## config.mk

```make
export PLATFORM = sky130hd
export DESIGN_NAME = st7735_ctrl
export DESIGN_NICKNAME = d
export VERILOG_FILES = /design/src/logic/lcd_cmd_pkg.sv /design/src/logic/lcd_link_pkg.sv /design/src/logic/panel_reset_timer.sv /design/src/logic/pixel_port.sv /design/src/logic/init_sequencer.sv /design/src/logic/spi_serializer.sv /design/src/logic/st7735_ctrl.sv
export SDC_FILE = /design/constraint.sdc
export NUM_CORES = 1
export LEC_CHECK = 0
export ABC_AREA = 1
export BUFFER_PORTS_ARGS = -buffer_cell sky130_fd_sc_hd__buf_2
export CAP_MARGIN = 20
export CORE_ASPECT_RATIO = 1.25
export CORE_MARGIN = 8
export CORE_UTILIZATION = 58
export DETAILED_ROUTE_END_ITERATION = 8
export GPL_ROUTABILITY_DRIVEN = 0
export PLACE_DENSITY = 0.78
export RECOVER_POWER = 50
export SLEW_MARGIN = 30
export SYNTH_ARGS = -nofsm -noshare
export SYNTH_HDL_FRONTEND = slang
export SYNTH_SLANG_ARGS = --single-unit
export TNS_END_PERCENT = 100
```

## constraint.sdc

```tcl
create_clock -name clk -period 4.9 [get_ports clk]
set_input_delay 1.225 -clock clk [delete_from_list [all_inputs] [get_ports clk]]
set_output_delay 1.225 -clock clk [all_outputs]
set_load 0.01 [all_outputs]
```

## src/logic/lcd_cmd_pkg.sv

```systemverilog
// ST7735 command set
// opcode values, one init step record and the power-up table walked by the sequencer

`default_nettype none

package lcd_cmd_pkg;

   typedef enum logic [7:0] {
      SWRESET = 8'h01,  // software reset
      SLPOUT  = 8'h11,  // sleep out
      INVCTR  = 8'hB4,  // inversion control
      PWCTR1  = 8'hC0,
      PWCTR4  = 8'hC3,
      PWCTR5  = 8'hC4,
      VMCTR1  = 8'hC5,  // vcom control
      INVON   = 8'h21,
      MADCTL  = 8'h36,  // memory access order
      COLMOD  = 8'h3A,  // pixel format
      CASET   = 8'h2A,  // column window
      RASET   = 8'h2B,  // row window
      NORON   = 8'h13,
      DISPON  = 8'h29,
      RAMWR   = 8'h2C   // start of pixel data
   } lcd_cmd_e;

   // one init step, first parameter byte sits in params[23:16]
   typedef struct packed {
      lcd_cmd_e    opcode;
      logic [1:0]  n_params;  // 0 to 3
      logic [23:0] params;
      logic [8:0]  wait_ms;   // pause after the step, 0 for none
   } init_entry_t;

   localparam int INIT_LEN = 12;

   localparam init_entry_t INIT_TABLE [INIT_LEN] = '{
      '{SWRESET, 2'd0, 24'h000000, 9'd150},
      '{SLPOUT,  2'd0, 24'h000000, 9'd500},
      '{INVCTR,  2'd1, 24'h070000, 9'd0},
      '{PWCTR1,  2'd3, 24'hA20284, 9'd0},
      '{PWCTR4,  2'd2, 24'h8A2A00, 9'd0},
      '{PWCTR5,  2'd2, 24'h8AEE00, 9'd0},
      '{VMCTR1,  2'd1, 24'h0E0000, 9'd0},
      '{INVON,   2'd0, 24'h000000, 9'd0},
      '{MADCTL,  2'd1, 24'hC80000, 9'd0},  // row/col order for this panel
      '{COLMOD,  2'd1, 24'h050000, 9'd0},  // 16 bit rgb565
      '{NORON,   2'd0, 24'h000000, 9'd10},
      '{DISPON,  2'd0, 24'h000000, 9'd100}
   };

endpackage

`default_nettype wire

```

## src/logic/lcd_link_pkg.sv

```systemverilog
// link types between the controller stages
// pixels from the source and words handed to the SPI shifter

`default_nettype none

package lcd_link_pkg;

   // rgb565, red in the top five bits
   typedef logic [15:0] pixel_t;

   // data/command line levels
   localparam logic DC_CMD  = 1'b0;
   localparam logic DC_DATA = 1'b1;

   typedef struct packed {
      logic        dc;       // 0 command, 1 data
      logic        wide;     // 1 for a 16 bit word
      logic [15:0] payload;  // byte words use the low half
   } spi_word_t;

endpackage

`default_nettype wire

```

## src/logic/panel_reset_timer.sv

```systemverilog
// panel hardware reset
// holds lcd_rst_n low for a fixed pulse, then flags the panel ready after a recovery time

`timescale 1ns/1ps
`default_nettype none

module panel_reset_timer #(
   parameter int RESET_LOW_CYCLES  = 120000,
   parameter int RESET_WAIT_CYCLES = 1440000
) (
   input  logic clk,
   input  logic arst_n,
   output logic lcd_rst_n,
   output logic panel_ready
);

   localparam int TOTAL = RESET_LOW_CYCLES + RESET_WAIT_CYCLES;
   localparam int CW    = $clog2(TOTAL + 1);

   logic [CW-1:0] cnt;

   // one counter covers both the pulse and the recovery, frozen once ready
   always_ff @(posedge clk or negedge arst_n) begin
      if (!arst_n) begin
         cnt         <= '0;
         lcd_rst_n   <= 1'b0;
         panel_ready <= 1'b0;
      end else if (!panel_ready) begin
         cnt <= cnt + 1'b1;
         if (cnt == CW'(RESET_LOW_CYCLES - 1))
            lcd_rst_n <= 1'b1;  // end of reset pulse
         if (cnt == CW'(TOTAL - 1))
            panel_ready <= 1'b1;
      end
   end

endmodule

`default_nettype wire

```

## src/logic/pixel_port.sv

```systemverilog
// pixel input port
// four-phase req/ack from the pixel source into a one-entry buffer,
// drained by valid/ready towards the sequencer

`timescale 1ns/1ps
`default_nettype none

module pixel_port (
   input  logic                 clk,
   input  logic                 arst_n,
   input  logic                 pix_req,
   input  lcd_link_pkg::pixel_t pix_data,
   output logic                 pix_ack,
   output logic                 pix_valid,
   input  logic                 pix_ready,
   output lcd_link_pkg::pixel_t pix_word
);

   typedef enum logic [1:0] {
      WAIT_REQ,
      HOLD_ACK,
      WAIT_DROP
   } hs_state_e;

   hs_state_e state;
   logic      buf_full;
   logic      capture;

   // take a new pixel only into an empty buffer, ack stays low meanwhile
   assign capture   = (state == WAIT_REQ) && pix_req && !buf_full;
   assign pix_ack   = (state == HOLD_ACK);
   assign pix_valid = buf_full;

   always_ff @(posedge clk or negedge arst_n) begin
      if (!arst_n) begin
         state    <= WAIT_REQ;
         buf_full <= 1'b0;
      end else begin
         case (state)
            WAIT_REQ:  if (capture) state <= HOLD_ACK;
            HOLD_ACK:  if (!pix_req) state <= WAIT_DROP;  // source released req
            WAIT_DROP: state <= WAIT_REQ;   // ack is low again, a new req may follow
            default:   state <= WAIT_REQ;
         endcase

         if (capture)
            buf_full <= 1'b1;
         else if (pix_valid && pix_ready)
            buf_full <= 1'b0;
      end
   end

   always_ff @(posedge clk) begin
      if (capture)
         pix_word <= pix_data;
   end

endmodule

`default_nettype wire

```

## src/logic/init_sequencer.sv

```systemverilog
// panel init and frame sequencer
// walks the power-up table with its waits, sets the drawing window, sends RAMWR
// and then forwards pixels as 16 bit data words, restarting RAMWR every frame

`timescale 1ns/1ps
`default_nettype none

module init_sequencer #(
   parameter int MS_CYCLES     = 12000,
   parameter int SCREEN_WIDTH  = 160,
   parameter int SCREEN_HEIGHT = 80,
   parameter int COL_OFFSET    = 26,
   parameter int ROW_OFFSET    = 1
) (
   input  logic                    clk,
   input  logic                    arst_n,
   input  logic                    panel_ready,
   input  logic                    pix_valid,
   input  lcd_link_pkg::pixel_t    pix_word,
   output logic                    pix_ready,
   input  logic                    busy,
   output logic                    word_valid,
   input  logic                    word_ready,
   output lcd_link_pkg::spi_word_t word,
   output logic                    init_done
);

   localparam int FRAME_PIXELS = SCREEN_WIDTH * SCREEN_HEIGHT;
   localparam int PW = $clog2(FRAME_PIXELS + 1);
   localparam int DW = $clog2(512 * MS_CYCLES + 1);  // longest wait is 511 ms

   localparam logic [15:0] COL_START = 16'(COL_OFFSET);
   localparam logic [15:0] COL_END   = 16'(COL_OFFSET + SCREEN_WIDTH - 1);
   localparam logic [15:0] ROW_START = 16'(ROW_OFFSET);
   localparam logic [15:0] ROW_END   = 16'(ROW_OFFSET + SCREEN_HEIGHT - 1);

   typedef enum logic [2:0] {
      WAIT_PANEL,
      SEND_CMD,
      SEND_PARAM,
      WAIT_DELAY,
      SEND_WINDOW,
      SEND_RAMWR,
      STREAM
   } seq_state_e;

   seq_state_e                state;
   logic [3:0]                idx;      // table step
   logic [1:0]                pidx;     // parameter within the step
   logic [3:0]                win_idx;  // CASET, 4 bytes, RASET, 4 bytes
   logic [DW-1:0]             dly_cnt;
   logic [DW-1:0]             dly_target;
   logic [PW-1:0]             pix_cnt;
   lcd_cmd_pkg::init_entry_t  cur;
   logic [7:0]                win_byte;
   logic                      accept;

   assign cur        = lcd_cmd_pkg::INIT_TABLE[idx];
   assign dly_target = DW'(cur.wait_ms) * DW'(MS_CYCLES);
   assign accept     = word_valid & word_ready;
   assign pix_ready  = (state == STREAM) & word_ready;

   always_comb begin
      case (win_idx)
         4'd0:    win_byte = lcd_cmd_pkg::CASET;
         4'd1:    win_byte = COL_START[15:8];
         4'd2:    win_byte = COL_START[7:0];
         4'd3:    win_byte = COL_END[15:8];
         4'd4:    win_byte = COL_END[7:0];
         4'd5:    win_byte = lcd_cmd_pkg::RASET;
         4'd6:    win_byte = ROW_START[15:8];
         4'd7:    win_byte = ROW_START[7:0];
         4'd8:    win_byte = ROW_END[15:8];
         default: win_byte = ROW_END[7:0];
      endcase
   end

   // word offered to the shifter in each state
   always_comb begin
      word_valid   = 1'b0;
      word.dc      = lcd_link_pkg::DC_CMD;
      word.wide    = 1'b0;
      word.payload = {8'h00, cur.opcode};
      case (state)
         SEND_CMD: word_valid = 1'b1;
         SEND_PARAM: begin
            word_valid   = 1'b1;
            word.dc      = lcd_link_pkg::DC_DATA;
            word.payload = {8'h00, cur.params[8 * (2 - pidx) +: 8]};
         end
         SEND_WINDOW: begin
            word_valid   = 1'b1;
            word.dc      = (win_idx != 4'd0) && (win_idx != 4'd5);  // opcodes at 0 and 5
            word.payload = {8'h00, win_byte};
         end
         SEND_RAMWR: begin
            word_valid   = 1'b1;
            word.payload = {8'h00, lcd_cmd_pkg::RAMWR};
         end
         STREAM: begin
            word_valid   = pix_valid;
            word.dc      = lcd_link_pkg::DC_DATA;
            word.wide    = 1'b1;
            word.payload = pix_word;
         end
         default: ;
      endcase
   end

   always_ff @(posedge clk or negedge arst_n) begin
      if (!arst_n) begin
         state     <= WAIT_PANEL;
         idx       <= '0;
         pidx      <= '0;
         win_idx   <= '0;
         dly_cnt   <= '0;
         pix_cnt   <= '0;
         init_done <= 1'b0;
      end else begin
         case (state)
            WAIT_PANEL: if (panel_ready) state <= SEND_CMD;
            SEND_CMD: begin
               if (accept) begin
                  pidx  <= '0;
                  state <= (cur.n_params != 2'd0) ? SEND_PARAM : WAIT_DELAY;
               end
            end
            SEND_PARAM: begin
               if (accept) begin
                  if (pidx == cur.n_params - 1'b1)
                     state <= WAIT_DELAY;
                  else
                     pidx <= pidx + 1'b1;
               end
            end
            WAIT_DELAY: begin
               // steps without a wait pass straight through
               if (dly_cnt == dly_target) begin
                  dly_cnt <= '0;
                  if (idx == 4'(lcd_cmd_pkg::INIT_LEN - 1)) begin
                     win_idx <= '0;
                     state   <= SEND_WINDOW;
                  end else begin
                     idx   <= idx + 1'b1;
                     state <= SEND_CMD;
                  end
               end else if (busy) begin
                  dly_cnt <= '0;  // count only once the opcode is out
               end else begin
                  dly_cnt <= dly_cnt + 1'b1;
               end
            end
            SEND_WINDOW: begin
               if (accept) begin
                  if (win_idx == 4'd9)
                     state <= SEND_RAMWR;
                  else
                     win_idx <= win_idx + 1'b1;
               end
            end
            SEND_RAMWR: begin
               if (accept) begin
                  init_done <= 1'b1;
                  pix_cnt   <= '0;
                  state     <= STREAM;
               end
            end
            STREAM: begin
               if (accept) begin
                  if (pix_cnt == PW'(FRAME_PIXELS - 1))
                     state <= SEND_RAMWR;  // frame complete
                  else
                     pix_cnt <= pix_cnt + 1'b1;
               end
            end
            default: state <= WAIT_PANEL;
         endcase
      end
   end

endmodule

`default_nettype wire

```

## src/logic/spi_serializer.sv

```systemverilog
// write-only SPI shifter for the panel
// sends one 8 or 16 bit word MSB first, spi_clk idles high, mosi moves on the
// falling edge, cs framed by one half period on each side

`timescale 1ns/1ps
`default_nettype none

module spi_serializer #(
   parameter int SPI_HALF_PERIOD = 2
) (
   input  logic                    clk,
   input  logic                    arst_n,
   input  logic                    word_valid,
   output logic                    word_ready,
   input  lcd_link_pkg::spi_word_t word,
   output logic                    busy,
   output logic                    spi_clk,
   output logic                    spi_mosi,
   output logic                    spi_dc,
   output logic                    spi_cs
);

   localparam int TW = $clog2(SPI_HALF_PERIOD + 1);
   localparam logic [TW-1:0] TICK_LAST = TW'(SPI_HALF_PERIOD - 1);

   logic [TW-1:0] tick_cnt;
   logic          tick;       // end of a half period
   logic [5:0]    edge_cnt;   // half periods done in this word
   logic [5:0]    last_edge;
   logic [15:0]   shreg;
   logic          wide_q;
   logic          accept;
   logic          fall;

   assign word_ready = ~busy;
   assign accept     = word_valid & word_ready;
   assign tick       = busy & (tick_cnt == TICK_LAST);
   assign last_edge  = wide_q ? 6'd33 : 6'd17;  // 2 * bits + 1
   assign fall       = tick & edge_cnt[0] & (edge_cnt != last_edge);

   // half period 0 lowers cs, odd ones drop the clock, even ones raise it,
   // the final one releases cs
   always_ff @(posedge clk or negedge arst_n) begin
      if (!arst_n) begin
         busy     <= 1'b0;
         tick_cnt <= '0;
         edge_cnt <= '0;
         wide_q   <= 1'b0;
         spi_clk  <= 1'b1;
         spi_mosi <= 1'b0;
         spi_dc   <= 1'b0;
         spi_cs   <= 1'b1;
      end else if (accept) begin
         busy     <= 1'b1;
         tick_cnt <= '0;
         edge_cnt <= '0;
         wide_q   <= word.wide;
         spi_dc   <= word.dc;  // settles while cs is still high
      end else if (busy) begin
         tick_cnt <= tick ? '0 : tick_cnt + 1'b1;
         if (tick) begin
            edge_cnt <= edge_cnt + 1'b1;
            if (edge_cnt == 6'd0) begin
               spi_cs <= 1'b0;
            end else if (edge_cnt == last_edge) begin
               spi_cs <= 1'b1;
               busy   <= 1'b0;
            end else if (fall) begin
               spi_clk  <= 1'b0;
               spi_mosi <= shreg[15];
            end else begin
               spi_clk <= 1'b1;  // panel samples here
            end
         end
      end
   end

   // byte words are left aligned so the MSB always leaves from bit 15
   always_ff @(posedge clk) begin
      if (accept)
         shreg <= word.wide ? word.payload : {word.payload[7:0], 8'h00};
      else if (fall)
         shreg <= {shreg[14:0], 1'b0};
   end

endmodule

`default_nettype wire

```

## src/logic/st7735_ctrl.sv

```systemverilog
// ST7735 TFT controller top
// reset timer, pixel port, init/frame sequencer and SPI shifter in a chain

`timescale 1ns/1ps
`default_nettype none

module st7735_ctrl #(
   parameter int SPI_HALF_PERIOD   = 2,
   parameter int MS_CYCLES         = 12000,    // 12 MHz clk
   parameter int RESET_LOW_CYCLES  = 120000,   // 10 ms pulse
   parameter int RESET_WAIT_CYCLES = 1440000,  // 120 ms recovery
   parameter int SCREEN_WIDTH      = 160,
   parameter int SCREEN_HEIGHT     = 80,
   parameter int COL_OFFSET        = 26,
   parameter int ROW_OFFSET        = 1
) (
   input  logic                 clk,
   input  logic                 arst_n,
   input  logic                 pix_req,
   input  lcd_link_pkg::pixel_t pix_data,
   output logic                 pix_ack,
   output logic                 spi_clk,
   output logic                 spi_mosi,
   output logic                 spi_dc,
   output logic                 spi_cs,
   output logic                 lcd_rst_n,
   output logic                 init_done
);

   logic                    panel_ready;
   logic                    pix_valid;
   logic                    pix_ready;
   lcd_link_pkg::pixel_t    pix_word;
   logic                    word_valid;
   logic                    word_ready;
   lcd_link_pkg::spi_word_t word;
   logic                    busy;

   panel_reset_timer #(
      .RESET_LOW_CYCLES  (RESET_LOW_CYCLES),
      .RESET_WAIT_CYCLES (RESET_WAIT_CYCLES)
   ) panel_reset_timer_i (
      .clk         (clk),
      .arst_n      (arst_n),
      .lcd_rst_n   (lcd_rst_n),
      .panel_ready (panel_ready)
   );

   pixel_port pixel_port_i (
      .clk       (clk),
      .arst_n    (arst_n),
      .pix_req   (pix_req),
      .pix_data  (pix_data),
      .pix_ack   (pix_ack),
      .pix_valid (pix_valid),
      .pix_ready (pix_ready),
      .pix_word  (pix_word)
   );

   init_sequencer #(
      .MS_CYCLES     (MS_CYCLES),
      .SCREEN_WIDTH  (SCREEN_WIDTH),
      .SCREEN_HEIGHT (SCREEN_HEIGHT),
      .COL_OFFSET    (COL_OFFSET),
      .ROW_OFFSET    (ROW_OFFSET)
   ) init_sequencer_i (
      .clk         (clk),
      .arst_n      (arst_n),
      .panel_ready (panel_ready),
      .pix_valid   (pix_valid),
      .pix_word    (pix_word),
      .pix_ready   (pix_ready),
      .busy        (busy),
      .word_valid  (word_valid),
      .word_ready  (word_ready),
      .word        (word),
      .init_done   (init_done)
   );

   spi_serializer #(
      .SPI_HALF_PERIOD (SPI_HALF_PERIOD)
   ) spi_serializer_i (
      .clk        (clk),
      .arst_n     (arst_n),
      .word_valid (word_valid),
      .word_ready (word_ready),
      .word       (word),
      .busy       (busy),
      .spi_clk    (spi_clk),
      .spi_mosi   (spi_mosi),
      .spi_dc     (spi_dc),
      .spi_cs     (spi_cs)
   );

endmodule

`default_nettype wire

```

### Word level (Yosys, flattened, before mapping)

Memories as Yosys holds them, arrays and structs flattened.
Cells that the tools add are included.

| cells by class | value |
|---|---|
| reductions and logical operators | 32 |
| bitwise gates (word level) | 12 |
| muxes and demuxes | 59 |
| multiply operators | 1 |
| $add $sub $neg | 10 |
| equal/unequal tests | 34 |
| shift operators | 1 |
| order comparisons | 1 |

Operators with widths:

| operator | count |
|---|---|
| 43-bit two-way mux | 2 |
| 16-bit one-hot mux with 4 select lines | 1 |
| 16-bit two-way mux | 3 |
| 23-bit two-way mux | 2 |
| 14-bit two-way mux | 3 |
| 3-bit two-way mux | 11 |
| 24-bit by 33-bit indexed part select with 8-bit output | 1 |
| 14-bit one-hot mux with 2 select lines | 1 |
| 6-bit two-way mux | 4 |
| 23-bit by 1-bit adder with 23-bit output (second input constant) | 1 |
| 23-bit == test | 1 |
| 21-bit by 1-bit adder with 21-bit output (second input constant) | 1 |
| 21-bit by 17-bit == test with 1-bit output (second input constant) | 1 |
| 21-bit == test (second input constant) | 1 |
| 3-bit one-hot mux with 7 select lines | 1 |
| 2-bit by 1-bit != test with 1-bit output (second input constant) | 10 |
| 9-bit by 9-bit multiplier with 18-bit output (second input constant) | 1 |
| 2-bit nonzero test | 9 |
| 2-bit two-way mux | 8 |
| 4-bit two-way mux | 4 |
| 14-bit by 1-bit adder with 14-bit output (second input constant) | 1 |
| 14-bit == test (second input constant) | 1 |
| 1-bit two-way mux | 14 |
| 2-bit != test (second input constant) | 6 |
| other kinds (35) | 62 |

| word-level totals | value |
|---|---|
| logic and storage cells | 174 |
| output and inout port bits | 7 |
| register bits after elaboration | 123 |
| ROM bits | 800 |
| memories | 2 |
| bits of input ports | 19 |

Memories:

| memory | depth | bits a word | rd ports | clocked after Yosys merged registers in | wr ports | line | source |
|---|---|---|---|---|---|---|---|
| (name not given) | 16 | 43 | 1 | 0 | 0 | init_sequencer.sv:58 | `assign cur = lcd_cmd_pkg::INIT_TABLE[idx];` |
| (name not given) | 16 | 7 | 1 | 0 | 0 | init_sequencer.sv:64 | `case (win_idx)` |

### Depth between registers and ports, before layout

| depth | value |
|---|---|
| word-level depth | 9 |
| depth in mapped cells | 33 |
| mapped depth without buffers | 32 |

### Hierarchy

Synthesis repeated with hierarchy kept, for this count alone.

| unflattened totals | value |
|---|---|
| cells, all modules | 1272 |
| area total of the unflattened synthesis | 9499.1 um^2 |

Modules (own cells, without submodules):

| module | area an instance (um^2) | cells each | seq. area each (um^2) | times used |
|---|---|---|---|---|
| init_sequencer | 6103.4 | 900 | 1276.2 | 1 |
| spi_serializer | 1427.6 | 156 | 833.3 | 1 |
| panel_reset_timer | 1355.0 | 183 | 575.6 | 1 |
| pixel_port | 613.1 | 33 | 555.5 | 1 |

### Worst setup path after synthesis

No wires, ideal clock.

| timing path | value |
|---|---|
| path type | flip-flop to flip-flop |
| start | register init_sequencer_i.idx[1] |
| end | register init_sequencer_i.dly_cnt[11] |
| arrival | 4640 ps |
| data required time | 4767 ps |
| cell stages (with the launch flop) | 27 |
| slack | 127 ps |
| period minus slack after synthesis | 4773 ps |
| cell sequence | dfrtp_1 inv_1 ha_1 inv_1 nor2_1 nor2_1 inv_1 ha_1 ha_1 inv_1 fa_1 fa_1 inv_1 ha_1 nand2_1 nand2_1 a21oi_1 nand2_1 nand2_1 nand2_1 nor2_1 nand2_1 nor2_2 nand3_2 nand3_2 buf_4 o22ai_1 |

| on the way | value |
|---|---|
| longest elaborated chain between the ends | 7 |

RTL lines:

| element | line | source |
|---|---|---|
| start: declaration | init_sequencer.sv:48 | `logic [3:0] idx;` |
| start signal: assignment | init_sequencer.sv:144 | `idx <= idx + 1'b1;` |
| 4-bit NOT with 5-bit output (not written as such) | init_sequencer.sv:58 |  |
| memory 16 x 43 bit | - |  |
| 43-bit two-way mux (not written as such) (2 in a row) | init_sequencer.sv:58 |  |
| 9-bit by 9-bit multiplier with 18-bit output | init_sequencer.sv:59 | `assign dly_target = DW'(cur.wait_ms) * DW'(MS_CYCLES);` |
| 23-bit == test | init_sequencer.sv:138 | `if (dly_cnt == dly_target) begin` |
| 23-bit two-way mux | init_sequencer.sv:138 |  |
| end signal: assignment | init_sequencer.sv:150 | `dly_cnt <= dly_cnt + 1'b1;` |
| end: declaration | init_sequencer.sv:51 | `logic [DW-1:0] dly_cnt;` |

No other way between the ends. The select of a mux whose other input is x is not followed.
A chain may end at the register's enable or synchronous reset.

### Final worst setup path

| timing path | value |
|---|---|
| start | register init_sequencer_i.idx[0] |
| end | register init_sequencer_i.win_idx[2] |

| on the way | value |
|---|---|
| longest elaborated chain between the ends | 8 |
| elaborated cells between the ends (all ways) | 10 |

RTL lines:

| element | line | source |
|---|---|---|
| 4-bit NOT with 5-bit output (not written as such) | init_sequencer.sv:58 |  |
| memory 16 x 43 bit | - |  |
| 43-bit two-way mux (not written as such) (2 in a row) | init_sequencer.sv:58 |  |
| 9-bit by 9-bit multiplier with 18-bit output | init_sequencer.sv:59 |  |
| 23-bit == test | init_sequencer.sv:138 |  |
| 2-bit by 1-bit != test with 1-bit output (no source line) | - |  |
| 5-bit AND reduction (no source line) (*) | - |  |
| end signal: assignment | init_sequencer.sv:158 | `win_idx <= win_idx + 1'b1;` |
| end: declaration | init_sequencer.sv:50 | `logic [3:0] win_idx;` |

Mark *: on every way between the ends. The rest lies on a longest branch, timed or not. The select of a mux whose other input is x is not followed.

==> flow_summary.ini <==
[die]
initial_core_util_pct = 59.37
die-area_um2 = 19550
die_h_um = 154.3
pin_count = 26
die_w_um = 126.7
core_area_um2 = 14950
fp-row-count = 50

[synth]
seq_area_frac_synth_pct = 36.50
ys_ff_latch = 123
ys_warn_count = 0
yosys.cell_types.count = 60
syn_inst = 1112
async_flop_share_pct = 73.98
synth_edf_count = 32
synth_fp_nets = 1215
syn_area_um2 = 8877
avgSynthCellArea_um2 = 7.983
yosys_most_used_dff = dfrtp_1

[power]
powerDensity_nw_per_um2 = 219.7
power_leakage_nw = 5.088
vdd_drop_max_uv = 228.7

[grt]
grt_max_degree = 74
track_usage_pct = 21.23
grt_pass1_wl_um = 33980
grt-ovfl-total = 0
antenna_found_initial = 0
grt_pass1_vias = 7268

[setup_path]
worst_path_most_repeated_cell = nand2_1
cpPeakStageDelay_ps = 540
crit_required_ps = 5250
cp-end-kind = flip-flop
crit_path_max_fanout = 7
critPathBufInv = 5
critPathSlowestCell = fa_1
critPathKind = flip-flop to flip-flop
critPathTopFamily = adder cells
worst_setup_path_start_kind = flip-flop
arrival_ps = 5010

[cells_and_area]
final_common_cell = nand2_1
fillers = 1174
layout.nets = 1272
antenna_cells = 0
area_delta_synth_final_pct = 13.43
final_core_util_pct = 67.35
mostFrequentLayoutCells = 237 x nand2_1, 173 x inv_1, 98 x nor2_1, 88 x dfrtp_1, 59 x ha_1
drive_gt1_share_pct = 14.04

[sta]
slew_violations = 0
worst_pin_slew_ps = 1123
fmax_mhz = 214.8
tns_ps = 0
fin_crit_ps = 4655
finalSetupViolations = 0
fin_crit_sh_pct = 95.01
clock_skew_ps = 8.221
slew_headroom_pct = 25.07
hold_violations = 0

[route]
drt-total-wl_um = 20020
drcViolationCount = 0
vias_per_cell = 5.486
drtIter0Drc = 684
dr_total_vias = 7483
avgRoutedWirePerCell_um = 14.68
firstDrtPassIters = 5
detail-route-antenna-nets = 0

[clock_tree]
htreeDepth = 4
clkSlewWorstSetupHoldPaths_ps = 60
cts_buffer_depth = 2
clock_latency_ps = 420
clkSinkCount = 123
cts_buffers = 17
root_buffer = clkbuf_16
holdBufCountCts = 0
cts_tree = yes

[place]
dp_hpwl_um = 14700
io_buffers = 25

[outcome]
outcome = finished clean

[flow_run]
maxCapViolations = 0

[hold_path]
hold_path_class = flip-flop to flip-flop
[worst reg2reg max path: stages (launching register included)]
cell	delay, ps
dfrtp_2	450
ha_2	200
nand2_2	80
inv_2	50
nor2_2	110
inv_1	90
ha_2	200
fa_1	510
inv_1	50
fa_1	480
fa_1	540
inv_1	60
ha_4	240
or2_1	250
nand3_1	110
nand2_2	100
nand2_1	90
nand2_1	80
nand2_1	70
nand2_1	80
nor2_4	120
nand3_4	180
nand2_8	150
buf_4	120
nand4_1	70
nand2_1	90
[layer usage]
layer  global-route usage (%)  up-vias  wire, um
met5                        0        -         0
met4                    8.518        0       550
met3                    3.887       46       838
met2                    36.56      207     10130
met1                    25.70     3503      8510
li1                         -     3727         -
[flip-flops by register name (all words and copies together) (netlist names), 3 cells and up]
register,cells
init_sequencer_i.pix_cnt,14
init_sequencer_i.win_idx,4
init_sequencer_i.state,3
init_sequencer_i.idx,4
pixel_port_i.pix_word,16
init_sequencer_i.dly_cnt,23
spi_serializer_i.shreg,16
panel_reset_timer_i.cnt,21
spi_serializer_i.edge_cnt,6
[synth_stat cells, types with 10 or more instances]
master    count  area share [%]
o21ai_0      49             2.8
nand4_1      24             1.7
ha_1         67             9.4
fa_1         17             3.8
xor2_1       45             4.4
nand2_1     246              10
xnor2_1      19             1.9
dfrtp_1      89              25
nand3_1      49             2.8
nand3b_1     10            0.85
o22ai_1      22             1.6
edfxtp_1     32              11
nor2_1      102             4.3
nor3_1       20             1.1
a21oi_1      30             1.7
inv_1       177             7.5
[per-stage QoR]
stage	instances	instance area [um2]	setup slack, ps	power (W)	hold slack (ps)
detailed placement	1324	9320	75.17	0.001098	453.3
finish	1364	10070	244.6	0.002212	461.1
CTS	1356	9856	20.70	0.002229	465.2
global route	1364	10070	-66.80	0.002277	475.9
global placement	1324	9320	178.3	0.001098	446.9
floorplan	1112	8877	127.0	0.001074	441.6
[timing repair]
action,CTS,global route
buffers inserted,0,6
gates resized for setup,0,46
setup endpoints to repair,0,34
hold endpoints to repair,0,0
[power breakdown]
| group | switching [W] | total (W) | leakage [nW] | internal (W) |
|---|---|---|---|---|
| sequential | 0.0000000000000000000142 | 0.00105 | 1.37 | 0.00105 |
| combinational | 0.0000200 | 0.0000275 | 3.46 | 0.00000750 |
| clock | 0.000474 | 0.00113 | 0.256 | 0.000660 |
| total | 0.000494 | 0.00221 | 5.09 | 0.00172 |
[final timing paths]
check	to	depth (start not counted)	slack, ps	from
worst max register to register	init_sequencer_i.win_idx[2]	25	240	init_sequencer_i.idx[0]
worst max-delay path	init_sequencer_i.win_idx[2]	25	240	init_sequencer_i.idx[0]
max in group asynchronous	init_sequencer_i.dly_cnt[17]	2	2700	arst_n
worst min register to register	init_sequencer_i.init_done	1	460	init_sequencer_i.init_done
worst min-delay path	init_sequencer_i.init_done	1	460	init_sequencer_i.init_done
min in group asynchronous	init_sequencer_i.pix_cnt[6]	1	820	arst_n
[layout make-up]
class	count	area [um2]	area share, %
clock buffer	19	442.9	4.399
clock inverter	13	92.59	0.9195
inverter	186	698.2	6.933
multi-input combinational	785	5006	49.71
sequential	123	3242	32.19
tap	182	227.7	2.261
timing repair buffer	56	360.3	3.579
[kinds of logic (layout without fill, tap and decap cells)]
kind of cell	after synthesis	count (layout)	synth area share [%]
compound gates	135	135	8.894
xor+xnor	65	65	6.498
fa+ha+maj	84	84	13.28
buf+inv	206	274	9.063
flops	123	123	36.50
mux	1	1	0.1268
other cells	1	1	0.04224
simple gates	497	499	25.60
No activity file was read; power rests on OpenSTA's default activity.
